File: config.mk
export PLATFORM = sky130hd
export DESIGN_NAME = organ_top
export DESIGN_NICKNAME = d
export VERILOG_FILES = /design/src/organ_pkg.sv /design/src/organ_top.sv /design/src/sample_port.sv /design/src/tone_gen.sv /design/src/hex_display.sv /design/src/speed_register.sv /design/src/key_event_gen.sv
export SDC_FILE = /design/constraint.sdc
export NUM_CORES = 1
export LEC_CHECK = 0
export BUFFER_PORTS_ARGS = -buffer_cell sky130_fd_sc_hd__clkbuf_2
export CAP_MARGIN = 20
export CORE_ASPECT_RATIO = 0.9
export CORE_MARGIN = 8
export CORE_UTILIZATION = 64
export CTS_BUF_LIST = sky130_fd_sc_hd__clkbuf_4 sky130_fd_sc_hd__clkbuf_8
export CTS_CLUSTER_DIAMETER = 60
export DETAILED_ROUTE_END_ITERATION = 12
export PLACE_DENSITY_LB_ADDON = 0.12
export SETUP_SLACK_MARGIN = 0.02
export SLEW_MARGIN = 20
export SYNTH_ARGS = -nofsm -noshare
export SYNTH_HDL_FRONTEND = slang
export SYNTH_HIERARCHICAL = 1
export SYNTH_SLANG_ARGS = --single-unit
File: constraint.sdc
create_clock -name CLK_50M -period 3 [get_ports CLK_50M]
set_input_delay 0.6 -clock CLK_50M [delete_from_list [all_inputs] [get_ports CLK_50M]]
set_output_delay 0.6 -clock CLK_50M [all_outputs]
set_load 0.01 [all_outputs]
File: src/organ_pkg.sv
`default_nettype none

package organ_pkg;

  // ==========================================================
  // Widths with a meaning
  // ==========================================================
  typedef logic [2:0]         note_sel_t;
  typedef logic [23:0]        half_period_t;
  typedef logic signed [7:0]  sample_t;
  typedef logic [15:0]        count_t;
  typedef logic [3:0]         nibble_t;
  // Active low with bit 0 driving segment a
  typedef logic [6:0]         seg_t;

  typedef enum logic [1:0]
  {
    IDLE,
    OFFER,
    RELEASE
  } port_state_t;

  // ==========================================================
  // Tables
  // ==========================================================
  // C major scale from C4 up to C5
  localparam int unsigned NOTE_FREQ_HZ [0:7] = '{262, 294, 330, 349, 392, 440, 494, 523};

  localparam seg_t HEX_SEGMENTS [0:15] = '{
    7'h40, 7'h79, 7'h24, 7'h30,
    7'h19, 7'h12, 7'h02, 7'h78,
    7'h00, 7'h10, 7'h08, 7'h03,
    7'h46, 7'h21, 7'h06, 7'h0E
  };

  // Square wave levels at full positive and negative swing
  localparam sample_t SAMPLE_HIGH = 8'sh7F;
  localparam sample_t SAMPLE_LOW  = 8'sh80;

endpackage

`default_nettype wire
File: src/organ_top.sv
`timescale 1ns/1ps
`default_nettype none

module organ_top import organ_pkg::*; #(
  parameter int CLK_HZ          = 50_000_000,
  parameter int EVENT_INTERVAL  = 100_000,
  parameter int SPEED_STEP      = 100,
  parameter int DEFAULT_COUNT   = 12499,
  parameter int DISPLAY_REFRESH = 25_000_000
) (
  input  wire logic      CLK_50M,
  input  wire logic      arst_n,
  input  wire logic      key_up_n,
  input  wire logic      key_down_n,
  input  wire logic      key_reset_n,
  input  wire note_sel_t note_sel,
  input  wire logic      tone_on,
  input  wire logic      sample_ack,
  output logic           sample_req,
  output sample_t        sample_data,
  output seg_t           hex0,
  output seg_t           hex1,
  output seg_t           hex2,
  output seg_t           hex3
);

  logic    up_event;
  logic    down_event;
  logic    reset_level;
  count_t  count;
  sample_t sample;

  // ==========================================================
  // Key path to the display
  // ==========================================================
  key_event_gen #(
    .EVENT_INTERVAL (EVENT_INTERVAL)
  ) i_key_event_gen (
    .CLK_50M     (CLK_50M),
    .arst_n      (arst_n),
    .key_up_n    (key_up_n),
    .key_down_n  (key_down_n),
    .key_reset_n (key_reset_n),
    .up_event    (up_event),
    .down_event  (down_event),
    .reset_level (reset_level)
  );

  speed_register #(
    .SPEED_STEP    (SPEED_STEP),
    .DEFAULT_COUNT (DEFAULT_COUNT)
  ) i_speed_register (
    .CLK_50M     (CLK_50M),
    .arst_n      (arst_n),
    .up_event    (up_event),
    .down_event  (down_event),
    .reset_level (reset_level),
    .count       (count)
  );

  hex_display #(
    .DISPLAY_REFRESH (DISPLAY_REFRESH)
  ) i_hex_display (
    .CLK_50M (CLK_50M),
    .arst_n  (arst_n),
    .count   (count),
    .hex0    (hex0),
    .hex1    (hex1),
    .hex2    (hex2),
    .hex3    (hex3)
  );

  // ==========================================================
  // Tone path to the audio sink
  // ==========================================================
  tone_gen #(
    .CLK_HZ (CLK_HZ)
  ) i_tone_gen (
    .CLK_50M  (CLK_50M),
    .arst_n   (arst_n),
    .note_sel (note_sel),
    .tone_on  (tone_on),
    .sample   (sample)
  );

  sample_port i_sample_port (
    .CLK_50M     (CLK_50M),
    .arst_n      (arst_n),
    .sample      (sample),
    .sample_ack  (sample_ack),
    .sample_req  (sample_req),
    .sample_data (sample_data)
  );

endmodule

`default_nettype wire

File: src/sample_port.sv
`timescale 1ns/1ps
`default_nettype none

module sample_port import organ_pkg::*; (
  input  wire logic    CLK_50M,
  input  wire logic    arst_n,
  input  wire sample_t sample,
  input  wire logic    sample_ack,
  output logic         sample_req,
  output sample_t      sample_data
);

  port_state_t state;
  port_state_t state_next;
  logic        capture;

  // ==========================================================
  // Four-phase handshake FSM
  // ==========================================================
  always_comb
  begin
    state_next = state;
    capture    = 1'b0;
    case (state)
      IDLE:
      begin
        // Previous ack must be low before a new offer
        if (!sample_ack)
        begin
          capture    = 1'b1;
          state_next = OFFER;
        end
      end
      OFFER:
      begin
        if (sample_ack)
          state_next = RELEASE;
      end
      RELEASE:
      begin
        if (!sample_ack)
          state_next = IDLE;
      end
      default:
      begin
        state_next = IDLE;
      end
    endcase
  end

  always_ff @(posedge CLK_50M or negedge arst_n)
  begin
    if (!arst_n)
      state <= IDLE;
    else
      state <= state_next;
  end

  // Data is held for the whole OFFER phase
  always_ff @(posedge CLK_50M)
  begin
    if (capture)
      sample_data <= sample;
  end

  assign sample_req = (state == OFFER);

endmodule

`default_nettype wire

File: src/tone_gen.sv
`timescale 1ns/1ps
`default_nettype none

module tone_gen import organ_pkg::*; #(
  parameter int CLK_HZ = 50_000_000
) (
  input  wire logic      CLK_50M,
  input  wire logic      arst_n,
  input  wire note_sel_t note_sel,
  input  wire logic      tone_on,
  output sample_t        sample
);

  localparam int NUM_NOTES = 2 ** $bits(note_sel_t);

  half_period_t half_table [NUM_NOTES];
  half_period_t half_cnt;
  half_period_t half_last;
  note_sel_t    note_q;
  logic         wave;

  // ==========================================================
  // Half period per note, fixed at elaboration
  // ==========================================================
  for (genvar i = 0; i < NUM_NOTES; i++)
  begin : g_half
    localparam int unsigned HALF = CLK_HZ / (2 * NOTE_FREQ_HZ[i]);
    assign half_table[i] = half_period_t'(HALF);
  end

  assign half_last = half_table[note_sel] - 1'b1;

  // ==========================================================
  // Square wave
  // ==========================================================
  always_ff @(posedge CLK_50M or negedge arst_n)
  begin
    if (!arst_n)
    begin
      note_q   <= '0;
      half_cnt <= '0;
      wave     <= 1'b0;
    end
    else
    begin
      note_q <= note_sel;
      // New note starts a fresh half period
      if (note_sel != note_q)
      begin
        half_cnt <= '0;
      end
      else if (half_cnt == half_last)
      begin
        half_cnt <= '0;
        wave     <= ~wave;
      end
      else
      begin
        half_cnt <= half_cnt + 1'b1;
      end
    end
  end

  // Muted output is mid-scale zero
  always_comb
  begin
    if (!tone_on)
      sample = '0;
    else
      sample = wave ? SAMPLE_HIGH : SAMPLE_LOW;
  end

endmodule

`default_nettype wire

File: src/hex_display.sv
`timescale 1ns/1ps
`default_nettype none

module hex_display import organ_pkg::*; #(
  parameter int DISPLAY_REFRESH = 25_000_000
) (
  input  wire logic   CLK_50M,
  input  wire logic   arst_n,
  input  wire count_t count,
  output seg_t        hex0,
  output seg_t        hex1,
  output seg_t        hex2,
  output seg_t        hex3
);

  localparam int REF_W = (DISPLAY_REFRESH > 1) ? $clog2(DISPLAY_REFRESH) : 1;
  localparam logic [REF_W-1:0] REF_LAST = REF_W'(DISPLAY_REFRESH - 1);

  logic [REF_W-1:0] refresh_cnt;
  logic             refresh_hit;
  count_t           shown;
  nibble_t          digit [4];

  // ==========================================================
  // Refresh counter and count latch
  // ==========================================================
  always_ff @(posedge CLK_50M or negedge arst_n)
  begin
    if (!arst_n)
    begin
      refresh_cnt <= '0;
    end
    else if (refresh_cnt == REF_LAST)
    begin
      refresh_cnt <= '0;
    end
    else
    begin
      refresh_cnt <= refresh_cnt + 1'b1;
    end
  end

  // Latch at the start of each refresh interval
  assign refresh_hit = (refresh_cnt == '0);

  always_ff @(posedge CLK_50M)
  begin
    if (refresh_hit)
    begin
      shown <= count;
    end
  end

  // ==========================================================
  // Nibble split and segment registers
  // ==========================================================
  always_comb
  begin
    for (int i = 0; i < 4; i++)
    begin
      digit[i] = shown[4*i +: 4];
    end
  end

  // hex0 carries the lowest nibble
  always_ff @(posedge CLK_50M)
  begin
    hex0 <= HEX_SEGMENTS[digit[0]];
    hex1 <= HEX_SEGMENTS[digit[1]];
    hex2 <= HEX_SEGMENTS[digit[2]];
    hex3 <= HEX_SEGMENTS[digit[3]];
  end

endmodule

`default_nettype wire

File: src/speed_register.sv
`timescale 1ns/1ps
`default_nettype none

module speed_register import organ_pkg::*; #(
  parameter int SPEED_STEP    = 100,
  parameter int DEFAULT_COUNT = 12499
) (
  input  wire logic CLK_50M,
  input  wire logic arst_n,
  input  wire logic up_event,
  input  wire logic down_event,
  input  wire logic reset_level,
  output count_t    count
);

  localparam logic [16:0] STEP_EXT   = 17'(SPEED_STEP);
  localparam count_t      COUNT_INIT = count_t'(DEFAULT_COUNT);

  logic [16:0] sum_up;
  logic [16:0] diff_down;
  logic        can_up;
  logic        can_down;

  // ==========================================================
  // Saturation limits
  // ==========================================================
  // Extra bit catches the carry out of count_t
  assign sum_up    = {1'b0, count} + STEP_EXT;
  assign diff_down = {1'b0, count} - STEP_EXT;

  assign can_up   = ~sum_up[16];
  // Floor is SPEED_STEP, not zero
  assign can_down = ~diff_down[16] && (diff_down[15:0] >= STEP_EXT[15:0]);

  // ==========================================================
  // Count register
  // ==========================================================
  always_ff @(posedge CLK_50M or negedge arst_n)
  begin
    if (!arst_n)
    begin
      count <= COUNT_INIT;
    end
    else if (reset_level)
    begin
      count <= COUNT_INIT;
    end
    else if (up_event && !down_event && can_up)
    begin
      count <= count_t'(sum_up);
    end
    else if (down_event && !up_event && can_down)
    begin
      count <= count_t'(diff_down);
    end
  end

endmodule

`default_nettype wire

File: src/key_event_gen.sv
`timescale 1ns/1ps
`default_nettype none

module key_event_gen #(
  parameter int EVENT_INTERVAL = 100_000
) (
  input  wire logic CLK_50M,
  input  wire logic arst_n,
  input  wire logic key_up_n,
  input  wire logic key_down_n,
  input  wire logic key_reset_n,
  output logic      up_event,
  output logic      down_event,
  output logic      reset_level
);

  localparam int CNT_W = (EVENT_INTERVAL > 1) ? $clog2(EVENT_INTERVAL) : 1;
  localparam logic [CNT_W-1:0] CNT_LAST = CNT_W'(EVENT_INTERVAL - 1);

  // Bit positions inside the key vectors
  localparam int KEY_UP    = 0;
  localparam int KEY_DOWN  = 1;
  localparam int KEY_RESET = 2;

  logic [2:0]       key_raw;
  logic [2:0]       key_meta;
  logic [2:0]       key_sync;
  logic [CNT_W-1:0] interval_cnt;
  logic             interval_wrap;

  // ==========================================================
  // Key synchronizers
  // ==========================================================
  // Keys are active low on the board
  assign key_raw = ~{key_reset_n, key_down_n, key_up_n};

  always_ff @(posedge CLK_50M or negedge arst_n)
  begin
    if (!arst_n)
    begin
      key_meta <= '0;
      key_sync <= '0;
    end
    else
    begin
      key_meta <= key_raw;
      key_sync <= key_meta;
    end
  end

  // ==========================================================
  // Event interval and pulses
  // ==========================================================
  assign interval_wrap = (interval_cnt == CNT_LAST);

  always_ff @(posedge CLK_50M or negedge arst_n)
  begin
    if (!arst_n)
    begin
      interval_cnt <= '0;
      up_event     <= 1'b0;
      down_event   <= 1'b0;
    end
    else
    begin
      interval_cnt <= interval_wrap ? '0 : interval_cnt + 1'b1;
      // One pulse per interval for each held key
      up_event     <= interval_wrap & key_sync[KEY_UP];
      down_event   <= interval_wrap & key_sync[KEY_DOWN];
    end
  end

  assign reset_level = key_sync[KEY_RESET];

endmodule

`default_nettype wire

## Word-level counts from Yosys, hierarchy flattened

Memories as Yosys holds them, arrays and structs flattened. A register that Yosys moved wholly into a read port is not among the register bits.
Index checks and enable logic that the tools add are counted.

- Flip-flop bits (word level): 120
- Bits in latches: 0
- RAM bits: 0
- ROM bits: 640
- Bits of input ports: 10
- Output and inout bits: 37
- Memories: 5

Memory list:

| name | words | width | rd ports | clocked after Yosys merged registers in | write ports | line | RTL |
|---|---|---|---|---|---|---|---|
| (name not given) | 8 | 24 | 1 | 0 | 0 | tone_gen.sv:31 | `assign half_last = half_table[note_sel] - 1'b1;` |
| (name not given) | 16 | 7 | 1 | 1 | 0 | hex_display.sv:68 | `hex0 <= HEX_SEGMENTS[digit[0]];` |
| (name not given) | 16 | 7 | 1 | 1 | 0 | hex_display.sv:69 | `hex1 <= HEX_SEGMENTS[digit[1]];` |
| (name not given) | 16 | 7 | 1 | 1 | 0 | hex_display.sv:70 | `hex2 <= HEX_SEGMENTS[digit[2]];` |
| (name not given) | 16 | 7 | 1 | 1 | 0 | hex_display.sv:71 | `hex3 <= HEX_SEGMENTS[digit[3]];` |

- Add/sub/neg operators: 6
- Multipliers: 0
- Div/mod/pow operators: 0
- Order comparisons: 2
- Equal/unequal tests: 9
- Shifts and indexed selects: 0
- Mux-type cells: 16
- Bitwise gates (word level): 12
- Reduce and logical (&&, ||, !) cells: 12

Operators by type and width:

| operator | number |
|---|---|
| two-way mux 24 bit | 4 |
| two-way mux 16 bit | 3 |
| adder 25 x 1 -> 25 bit, second input constant | 1 |
| == test 25 bit, second input constant | 1 |
| logical NOT 25 bit | 1 |
| two-way mux 25 bit | 1 |
| adder 24 x 1 -> 24 bit, second input constant | 1 |
| == test 24 bit | 1 |
| subtractor 24 x 1 -> 24 bit, second input constant | 1 |
| NOT 4 -> 5 bit | 4 |
| adder 16 x 7 -> 17 bit, second input constant | 1 |
| adder 17 x 1 -> 17 bit, second input constant | 1 |
| == test 17 bit, second input constant | 1 |
| two-way mux 17 bit | 1 |
| subtractor 16 x 7 -> 17 bit, second input constant | 1 |
| >= comparator 16 x 7 -> 1 bit, second input constant | 1 |
| two-way mux 8 bit | 1 |
| two-way mux 2 bit | 3 |
| inequality test 2 bit, second input constant | 3 |
| case mux 2 bit (3 select lines) | 1 |
| logical AND 1 bit | 5 |
| >= comparator 4 bit, second input constant | 1 |
| NOT 1 bit | 4 |
| NOT 3 -> 4 bit | 1 |
| other kinds (11) | 14 |

## Longest topological paths before layout

Gate-level depths: netlist of run 1.

- Depth after elaboration: 8
- Mapped depth: 13
- Depth with buffers taken out: 10

## Modules after synthesis

The synthesis of run 1 kept the hierarchy.

By module, submodules not included:

| module | times used | cells each | area an instance (µm²) | sequential area each (µm²) |
|---|---|---|---|---|
| hex_display | 1 | 296 | 3337.0 | 1666.6 |
| tone_gen | 1 | 226 | 2177.1 | 700.7 |
| speed_register | 1 | 157 | 1318.8 | 382.9 |
| key_event_gen | 1 | 88 | 1013.5 | 625.6 |
| sample_port | 1 | 15 | 321.6 | 290.3 |

## Least setup slack after synthesis of run 1

Ideal clock, no wire load.

- Path type: input to register
- Start: input note_sel[1]
- End: register i_tone_gen.half_cnt[10]
- Library setup time: 0.142 ns
- Data arrival time: 3.134 ns
- Data required time: 2.858 ns
- Path slack: -0.276 ns
- Cell stages on the path: 13
- Cell sequence: buf_2 > inv_1 > ha_1 > clkbuf_1 > ha_1 > nand2_1 > nor4_2 > or2_1 > xor2_1 > a2111o_1 > nor4_4 > buf_6 > nor3_2

- Longest elaborated chain between the ends: 8
- Elaborated cells on any way between the ends: 9
- Classes of those cells: 1 x add/sub; 2 x eq/ne; 4 x mux; 1 x bitwise; 1 x memory

RTL lines:

| element | line | RTL |
|---|---|---|
| start, declared | organ_top.sv:16 | `input wire note_sel_t note_sel,` |
| NOT 3 -> 4 bit (implied by the code) | tone_gen.sv:31 |  |
| memory (8 x 24 bit) | -- |  |
| two-way mux 24 bit (implied by the code) (2 in series) | tone_gen.sv:31 |  |
| subtractor 24 x 1 -> 24 bit | tone_gen.sv:31 |  |
| == test 24 bit | tone_gen.sv:52 | `else if (half_cnt == half_last)` |
| two-way mux 24 bit | tone_gen.sv:52 |  |
| two-way mux 24 bit * | tone_gen.sv:48 | `if (note_sel != note_q)` |
| end signal, assigned | tone_gen.sv:59 | `half_cnt <= half_cnt + 1'b1;` |
| end, declared | tone_gen.sv:17 | `half_period_t half_cnt;` |

Mark *: on every way between the ends. The rest lies on a longest branch, timed or not. The select of a mux whose other input is x is not followed.
A chain may end at the register's enable or synchronous reset.

## Worst setup path in the final report of run 1

- Start: register i_speed_register.count[2]
- End: register i_speed_register.count[4]

- Longest elaborated chain between the ends: 5
- Elaborated cells on any way between the ends: 12
- Classes of those cells: 2 x add/sub; 1 x order compare; 3 x mux; 2 x bitwise; 4 x reduce/logical

RTL lines:

| element | line | RTL |
|---|---|---|
| start, declared | speed_register.sv:13 | `output count_t count` |
| start signal, assigned | speed_register.sv:50 | `count <= count_t'(sum_up);` |
| start signal, assigned | speed_register.sv:54 | `count <= count_t'(diff_down);` |
| subtractor 16 x 7 -> 17 bit or adder 16 x 7 -> 17 bit (tied branches) | speed_register.sv:29, speed_register.sv:28 |  |
| >= comparator 16 x 7 -> 1 bit (tied with other cells) | speed_register.sv:33 | `assign can_down = ~diff_down[16] && (diff_down[15:0] >= STEP_EXT[15:0]);` |
| logical AND 1 bit, on equally long branches | speed_register.sv:33, speed_register.sv:48 |  |
| logical AND 1 bit or two-way mux 16 bit (tied branches) | speed_register.sv:52, speed_register.sv:48 |  |
| nonzero test 3 bit (no line) or two-way mux 16 bit (tied branches) | -- |  |

Parallel ways exist; a longest one is shown, timed or not. The select of a mux whose other input is x is not followed.

==> results of run 1 <==
[per-stage QoR]
step | hold slack (ns) | setup TNS (ns) | instances | power (mW) | utilization (%)
3_5_place_dp | 0.340 | -0.0122 | 966 | 2.26 | 67.8
2_1_floorplan | 0.304 | 0 | 782 | 2.19 | -
4_1_cts | 0.174 | 0 | 998 | 3.90 | 71.2
3_3_place_gp | 0.341 | 0 | 966 | 2.25 | 67.8
5_1_grt | 0.213 | 0 | 998 | 4.01 | 71.2
6_report | 0.173 | 0 | 998 | 3.86 | 71.2
[Yosys cell counts (7+ instances only)]
library cell  instances
mux2_2                8
buf_2                 7
xor2_1               29
o22ai_1              11
edfxtp_1             24
or3_1                12
nand3_1              21
inv_1                30
or4_1                10
buf_4                 9
dfrtp_1              89
nand2_1              50
nor2b_1               8
o31ai_1               9
a21oi_1              24
ha_1                 40
nand2b_1             15
nand4_1              25
nor3_2               12
and3_1               12
clkbuf_1             16
nor2_1               55
mux2i_1              22
xnor2_1              44
o21ai_0              20
dfxtp_1              28
nor4_1               12
nor3_1               26
[worst reg2reg max path, stage by stage, from the launching register on]
cell	delay [ns]
dfrtp_1	0.49
inv_1	0.15
ha_1	0.24
nand2b_1	0.10
or4_1	0.46
o21ai_0	0.19
o221ai_1	0.19
nor3_2	0.26
buf_4	0.18
nor3_1	0.05
or3_1	0.31
[state kept, by name, indices dropped and copies added, names as in the netlist, 7 cells and up]
| signal | flops |
|---|---|
| i_speed_register/count | 15 |
| i_hex_display/refresh_cnt | 25 |
| i_hex_display/hex1 | 7 |
| i_hex_display/hex3 | 7 |
| i_hex_display/hex2 | 7 |
| i_hex_display/shown | 16 |
| i_sample_port/sample_data | 8 |
| i_tone_gen/half_cnt | 24 |
| i_key_event_gen/interval_cnt | 17 |
| i_hex_display/hex0 | 7 |
[cells by family (layout without fill, tap and decap cells)]
family	after synthesis	after routing	share of synthesized area, %
AOI/OAI and AO/OA	105	105	9.08
xor gates and xnor gates	74	74	8.03
adders and majority gates	40	40	6.13
buffers and inverters	73	125	4.49
DFF	147	147	44.9
muxes	36	36	5.32
and+or+nand+nor	307	307	22.1
[power groups by stage]
stage	clock network, mW	registers [mW]	logic [mW]
after CTS	1.69	2.04	0.172
after global routing	1.77	2.05	0.190
final	1.65	2.04	0.170
after global placement	0	2.08	0.169
after detailed placement	0	2.08	0.172
after floorplan	0	2.08	0.104
[layout make-up]
cell class	instances	area (um^2)	area share (%)
Sequential cell	147	3670	40.9
Clock buffer	19	249	2.78
Inverter	32	120	1.34
Tap cell	164	205	2.29
Timing Repair Buffer	61	383	4.27
Clock inverter	13	179	2.00
Multi-Input combinational cell	562	4160	46.4
[what timing repair did]
action	in CTS	in global routing
resized for setup	0	1
hold buffers	0	0
setup endpoints to repair	0	1
[worst min path at each step]
stage                                 from                                to  depth (start not counted)
4_1_cts                             arst_n       i_key_event_gen/key_meta[1]                          1
3_3_place_gp   i_key_event_gen/key_meta[0]       i_key_event_gen/key_sync[0]                          0
5_1_grt                             arst_n  i_key_event_gen/interval_cnt[11]                          1
2_1_floorplan                       arst_n      i_hex_display/refresh_cnt[0]                          0
6_report                            arst_n  i_key_event_gen/interval_cnt[10]                          1
3_5_place_dp   i_key_event_gen/key_meta[1]       i_key_event_gen/key_sync[1]                          0
[routing by layer]
| layer | share of wire (%) | vias up | wire (um) | global-route usage [%] |
|---|---|---|---|---|
| li1 | - | 2881 | - | - |
| met1 | 46 | 2910 | 7330 | 26.9 |
| met2 | 47 | 133 | 7460 | 31.1 |
| met3 | 5.1 | 23 | 813 | 4.51 |
| met4 | 1.5 | 0 | 244 | 8.18 |
| met5 | 0 | - | 0 | 0 |
==> reports/metrics.csv, run 1 <==
stage;metric;value;unit
worst_setup_path;cp_max_fo;10;
yosys;synth_top_area_cell;dfrtp_1;
worst_setup_path;reg2reg_slack;0.30;ns
cells_and_area;layout_common_cells;dfrtp_1 (89), nor2_1 (55), nand2_1 (50), clkbuf_2 (45), xnor2_1 (44);
floorplan;io_pins;47;
routing;drtIter0Drc;416;
yosys;synth_area;0.00817;mm^2
yosys;synthCells;782;
yosys;yosys_warnings;6;
power;p_comb_share;4.4;%
worst_setup_path;path_depth;10;
yosys;synth_edf_count;24;
power;power_frac_seq;52.9;%
timing;maxSlewViolCount;0;
global_route;track_usage;20.1;%
routing;drt_first_pass_iters;5;
power;p_leak;3.75;nW
worst_setup_path;crit_family;simple AND/OR/NAND/NOR gates;
cells_and_area;final_nets;871;
yosys;syn_nets;832;
yosys;ys_seq_elements;147;
floorplan;die_x;135;um
worst_setup_path;worst_path_max_delay_cell;dfrtp_1;
worst_setup_path;start_kind;flop;
worst_setup_path;r2r_end;i_speed_register/count[4];
routing;ant_nets;0;
global_route;grt_overflow;0;
timing;final.setup.worst_slack;0.300;ns
power;swShare;21.8;%
worst_setup_path;arrival;3.08;ns
timing;setup_viol;0;
yosys;synth_area_leaders;dfrtp_1 (27%), edfxtp_1 (8.8%), dfxtp_1 (6.9%);
yosys;avgSynthCellArea;10.4;um^2
timing;relSlewSlack;30.7;%
cts;htree_levels;4;
worst_setup_path;required;3.38;ns
cts;clk_pin_slew;0.08;ns
timing;fmax;370;MHz
cells_and_area;drive_gt1_share;19.1;%
routing;wirelength;15800;um
global_route;grt_pass1_vias;5739;
cts;numCtsBuffers;17;
cts;cts_setup_buffers;0;
power;clkPwrFrac;42.7;%
timing;rsz0062_at_grt;false;
floorplan;core.rowCount;39;
cts;cts_sinks;147;
cells_and_area;antenna_cells;0;
worst_setup_path;max_stage_delay;0.49;ns
status;status;completed;
worst_setup_path;r2r_start;i_speed_register/count[2];
yosys;synthDistinctLibCells;83;
worst_setup_path;timing.critical_path.from;i_speed_register/count[2];
timing;post-route-period-util;90.0;%
worst_setup_path;cp-end-kind;flop;
floorplan;die_h;123;um
place;dp_hpwl;11200;um
cells_and_area;final_common_cell;dfrtp_1;
place;dp_slack;-0.0122;ns
place;gp_congestion;0.930;
yosys;synth-main-ff-cell;dfrtp_1;
cts;cts_tree;built;
routing;detail_route.wl_per_cell;15.9;um
routing;routed_via_density;5.96;
worst_hold_path;hold_class;in -> async;
place;portBuffers;46;
cts;clk_latency;0.46;ns
global_route;grt_max_degree;53;
cells_and_area;area_growth;9.77;%
routing;via_count;5947;
timing;finClkSkew;0.0132;ns
floorplan;die_area;0.0166;mm^2
global_route;grt_pass1_wl;27100;um
timing;worst_pin_slew;1.03;ns
power;vdd_ir_drop_max;0.391;mV
floorplan;core_area;0.0126;mm^2
worst_setup_path;worstSetupPathType;reg -> reg;
worst_setup_path;reg2regPathDepth;10;
power;p_per_area;431;mW/mm^2
cts;cts.path.max_buffers;2;
timing;hold_viol;0;
yosys;synth_top_area_share;27.3;%
worst_setup_path;critPathBufInv;2;
place;post_dp_cell_area;0.00853;mm^2
cells_and_area;fill_cells;953;
worst_setup_path;path_cells;inv_1 -> ha_1 -> nand2b_1 -> or4_1 -> o21ai_0 -> o221ai_1 -> nor3_2 -> buf_4 -> nor3_1 -> or3_1;
timing;min_period;2.70;ns
cells_and_area;fin_area;0.00897;mm^2
yosys;seq_area_frac_synth;44.9;%
power;p_int;3.02;mW
floorplan;start_util;64.9;%
routing;drc;0;
job;drv_cap;0;
power;p_sw;843;uW
cts;root_buffer;clkbuf_8;
yosys;synthArstFlopShare;64.6;%
worst_setup_path;critPathCapture;i_speed_register/count[4];
global_route;antenna_found_initial;0;
Note: power is estimated with default switching activity, not from simulation.
==> inputs of run 2 (changes only) <==
- CORE_UTILIZATION: 64 -> 63
- SYNTH_HIERARCHICAL: 1 -> not set
- clock period: 3 -> 2.6 ns (I/O delays scaled with it)
==> run 2 against run 1 <==
Against the previous run: critical path depth unchanged; routed wire length down 2.9%; sequential power is 9% higher; final area decreased by 3.5%; die area is 5.0% lower; largest power group unchanged; via count decreased by 3.3%; clock-buffer cell count increased by 1; sequential share of layout area decreased by 0.96 points; worst setup slack lost 0.20 ns; clock power is 4% higher; synthesized cell count decreased by 2.6%.
==> reports/metrics.csv, run 2 <==
stage;metric;value;unit
yosys;synth_area_leaders;dfrtp_1 (29%), dfxtp_1 (7.4%), edfxtp_1 (6.7%);
cells_and_area;antenna_cells;0;
global_route;use_met3;6.52;%
global_route;gr-usage-met2;33.1;%
timing;maxSlewViolCount;0;
timing;finClkSkew;0.00881;ns
floorplan;die_area;0.0158;mm^2
cells_and_area;layout_common_cells;nor2_1 (89), dfrtp_1 (89), nand2_1 (55), xor2_1 (47), clkbuf_2 (45);
timing;setup_viol;0;
timing;hold_viol;0;
cells_and_area;largest_reg_flops;25;
worst_setup_path;max_stage_delay;0.42;ns
timing;fmax;400;MHz
timing;min_period;2.50;ns
timing;tns;0;ns
place;numPlacedInstances;973;
cts;clk_pin_slew;0.08;ns
routing;drtIter0Drc;386;
timing;relSlewSlack;58.1;%
cells_and_area;area_growth;14.1;%
worst_hold_path;hold_class;in -> async;
global_route;grt_max_degree;40;
global_route;grt_busiest_layer;met2;
cts;cts_sinks;140;
yosys;synthCells;762;
routing;via_count;5752;
global_route;met1_usage;24.1;%
yosys;ys_seq_elements;140;
worst_setup_path;cp_max_fo;3;
cells_and_area;finalNonFillerCells;1009;
job;drv_cap;0;
power;p_leak;3.83;nW
cts;cts_tree;built;
floorplan;start_util;63.8;%
yosys;synth-main-ff-cell;dfrtp_1;
global_route;grt_pass1_wl;26200;um
worst_setup_path;worstSetupPathType;reg -> reg;
cts;cts_hold_buf;0;
global_route;track_usage;20.1;%
cts;numCtsBuffers;17;
place;dp_hpwl;11000;um
timing;worst_pin_slew;0.623;ns
global_route;grt_overflow;0;
yosys;synthArstFlopShare;67.9;%
routing;wirelength;15400;um
status;status;completed;
power;vdd_ir_drop_max;0.481;mV
worst_setup_path;cp-end-kind;flop;
cts;root_buffer;clkbuf_8;
worst_setup_path;arrival;2.87;ns
cells_and_area;utilization;72.8;%
cells_and_area;reg_top3;i_hex_display.refresh_cnt x25, i_tone_gen.half_cnt x24, i_key_event_gen.interval_cnt x17;
place;gp_congestion;0.881;
cells_and_area;largest_register;i_hex_display.refresh_cnt;
worst_setup_path;crit_family;compound AO/OA/AOI/OAI gates;
timing;rsz0062_at_grt;true;
timing;post-route-period-util;96.2;%
routing;drt_first_pass_iters;5;
floorplan;die_h;120;um
worst_setup_path;worst_path_max_delay_cell;a2111o_1;
yosys;seq_area_frac_synth;45.6;%
yosys;synthDistinctLibCells;78;
floorplan;core.rowCount;38;
yosys;synthTopCellsByCount;dfrtp_1 (89), nor2_1 (89), nand2_1 (55);
cts;clk_latency;0.45;ns
power;p_per_area;477;mW/mm^2
worst_setup_path;path_cells;inv_2 -> ha_4 -> or2b_4 -> a2111o_1 -> xor2_2 -> nand3_2 -> buf_4 -> o31a_1 -> o21a_1 -> nor3_2;
yosys;yosys_warnings;0;
place;portBuffers;46;
cts;cts.path.max_buffers;2;
cts;htree_levels;4;
routing;routed_via_density;5.70;
global_route;grt_pass1_vias;5699;
floorplan;io_pins;47;
yosys;synth_area;0.00758;mm^2
yosys;synth_top_area_share;29.4;%
worst_setup_path;start_kind;flop;
cells_and_area;final_nets;884;
routing;ant_nets;0;
yosys;synth_edf_count;17;
floorplan;die_x;132;um
cells_and_area;drive_gt1_share;19.7;%
routing;detail_route.wl_per_cell;15.3;um
worst_setup_path;required;2.97;ns
worst_setup_path;critPathBufInv;2;
floorplan;core_area;0.0119;mm^2
yosys;synth_top_area_cell;dfrtp_1;
yosys;syn_nets;810;
global_route;antenna_found_initial;0;
yosys;avgSynthCellArea;9.95;um^2
routing;drc;0;
## run 2: layout make-up
cell class | count | area [um^2]
inverter | 33 | 126
fill | 932 | 3230
timing repair buffer | 89 | 576
tap | 160 | 200
sequential | 140 | 3460
clock buffer | 20 | 263
clock inverter | 12 | 123
multi-input combinational | 555 | 3910
## run 2: stage by stage
| step | power, mW | setup slack (ns) | hold slack [ns] | cell area (um^2) |
|---|---|---|---|---|
| finish | 4.13 | 0.0982 | 0.0263 | 8650 |
| global route | 4.29 | -0.00200 | 0.0278 | 8650 |
| CTS | 4.18 | 0.0205 | 0.0180 | 8610 |
| detailed placement | 2.46 | -0.132 | 0.336 | 8160 |
| global placement | 2.45 | -0.0496 | 0.332 | 8160 |
| floorplan | 2.39 | 0.0254 | 0.224 | 7670 |
## run 2: repair_timing
action,in CTS,in global routing
setup buffers,3,1
pin swaps,6,4
setup endpoints to repair,9,11
gates resized for setup,10,7
## run 2: path summary, 6_finish.rpt
path,startpoint,end,slack [ns],cells past startpoint
setup / recovery,i_speed_register.count[3],i_speed_register.count[8],0.1,10
hold / removal,arst_n,i_key_event_gen.interval_cnt[0],0.03,1
setup reg to reg,i_speed_register.count[3],i_speed_register.count[8],0.1,10
hold reg to reg,i_key_event_gen.key_meta[0],i_key_event_gen.key_sync[0],0.35,0
max in group asynchronous,arst_n,i_tone_gen.half_cnt[23],1.88,2
min in group CLK_50M,key_up_n,i_key_event_gen.key_meta[0],0.20,2
## run 2: worst reg2reg max path, stage by stage (launching register included)
cell and delay, ns:
dfrtp_1 0.40, inv_2 0.09, ha_4 0.13, or2b_4 0.29, a2111o_1 0.42, xor2_2 0.21, nand3_2 0.15, buf_4 0.17
o31a_1 0.28, o21a_1 0.19, nor3_2 0.10
## run 2: metal layers
metal / vias up / part of all wire, %
li1: 2796 / -
met5: - / 0
met2: 166 / 49
met1: 2765 / 44
met4: 0 / 1.3
met3: 25 / 5.6
## run 2: kinds of logic after synthesis
group / after synthesis / synth area share [%]
multiplexers: 20 / 3.15
XOR/XNOR: 87 / 10.0
flip-flops: 140 / 45.6
AO/OA/AOI/OAI: 97 / 9.57
adder cells (fa/ha/maj): 38 / 6.27
AND/OR/NAND/NOR: 313 / 21.1
buffers and inverters: 67 / 4.29
## run 2: report_power, final
| part | leakage [nW] | internal (mW) | switching [mW] |
|---|---|---|---|
| clock network | 0.197 | 0.890 | 0.829 |
| logic | 2.02 | 0.0729 | 0.110 |
| registers | 1.62 | 2.22 | 0.0127 |
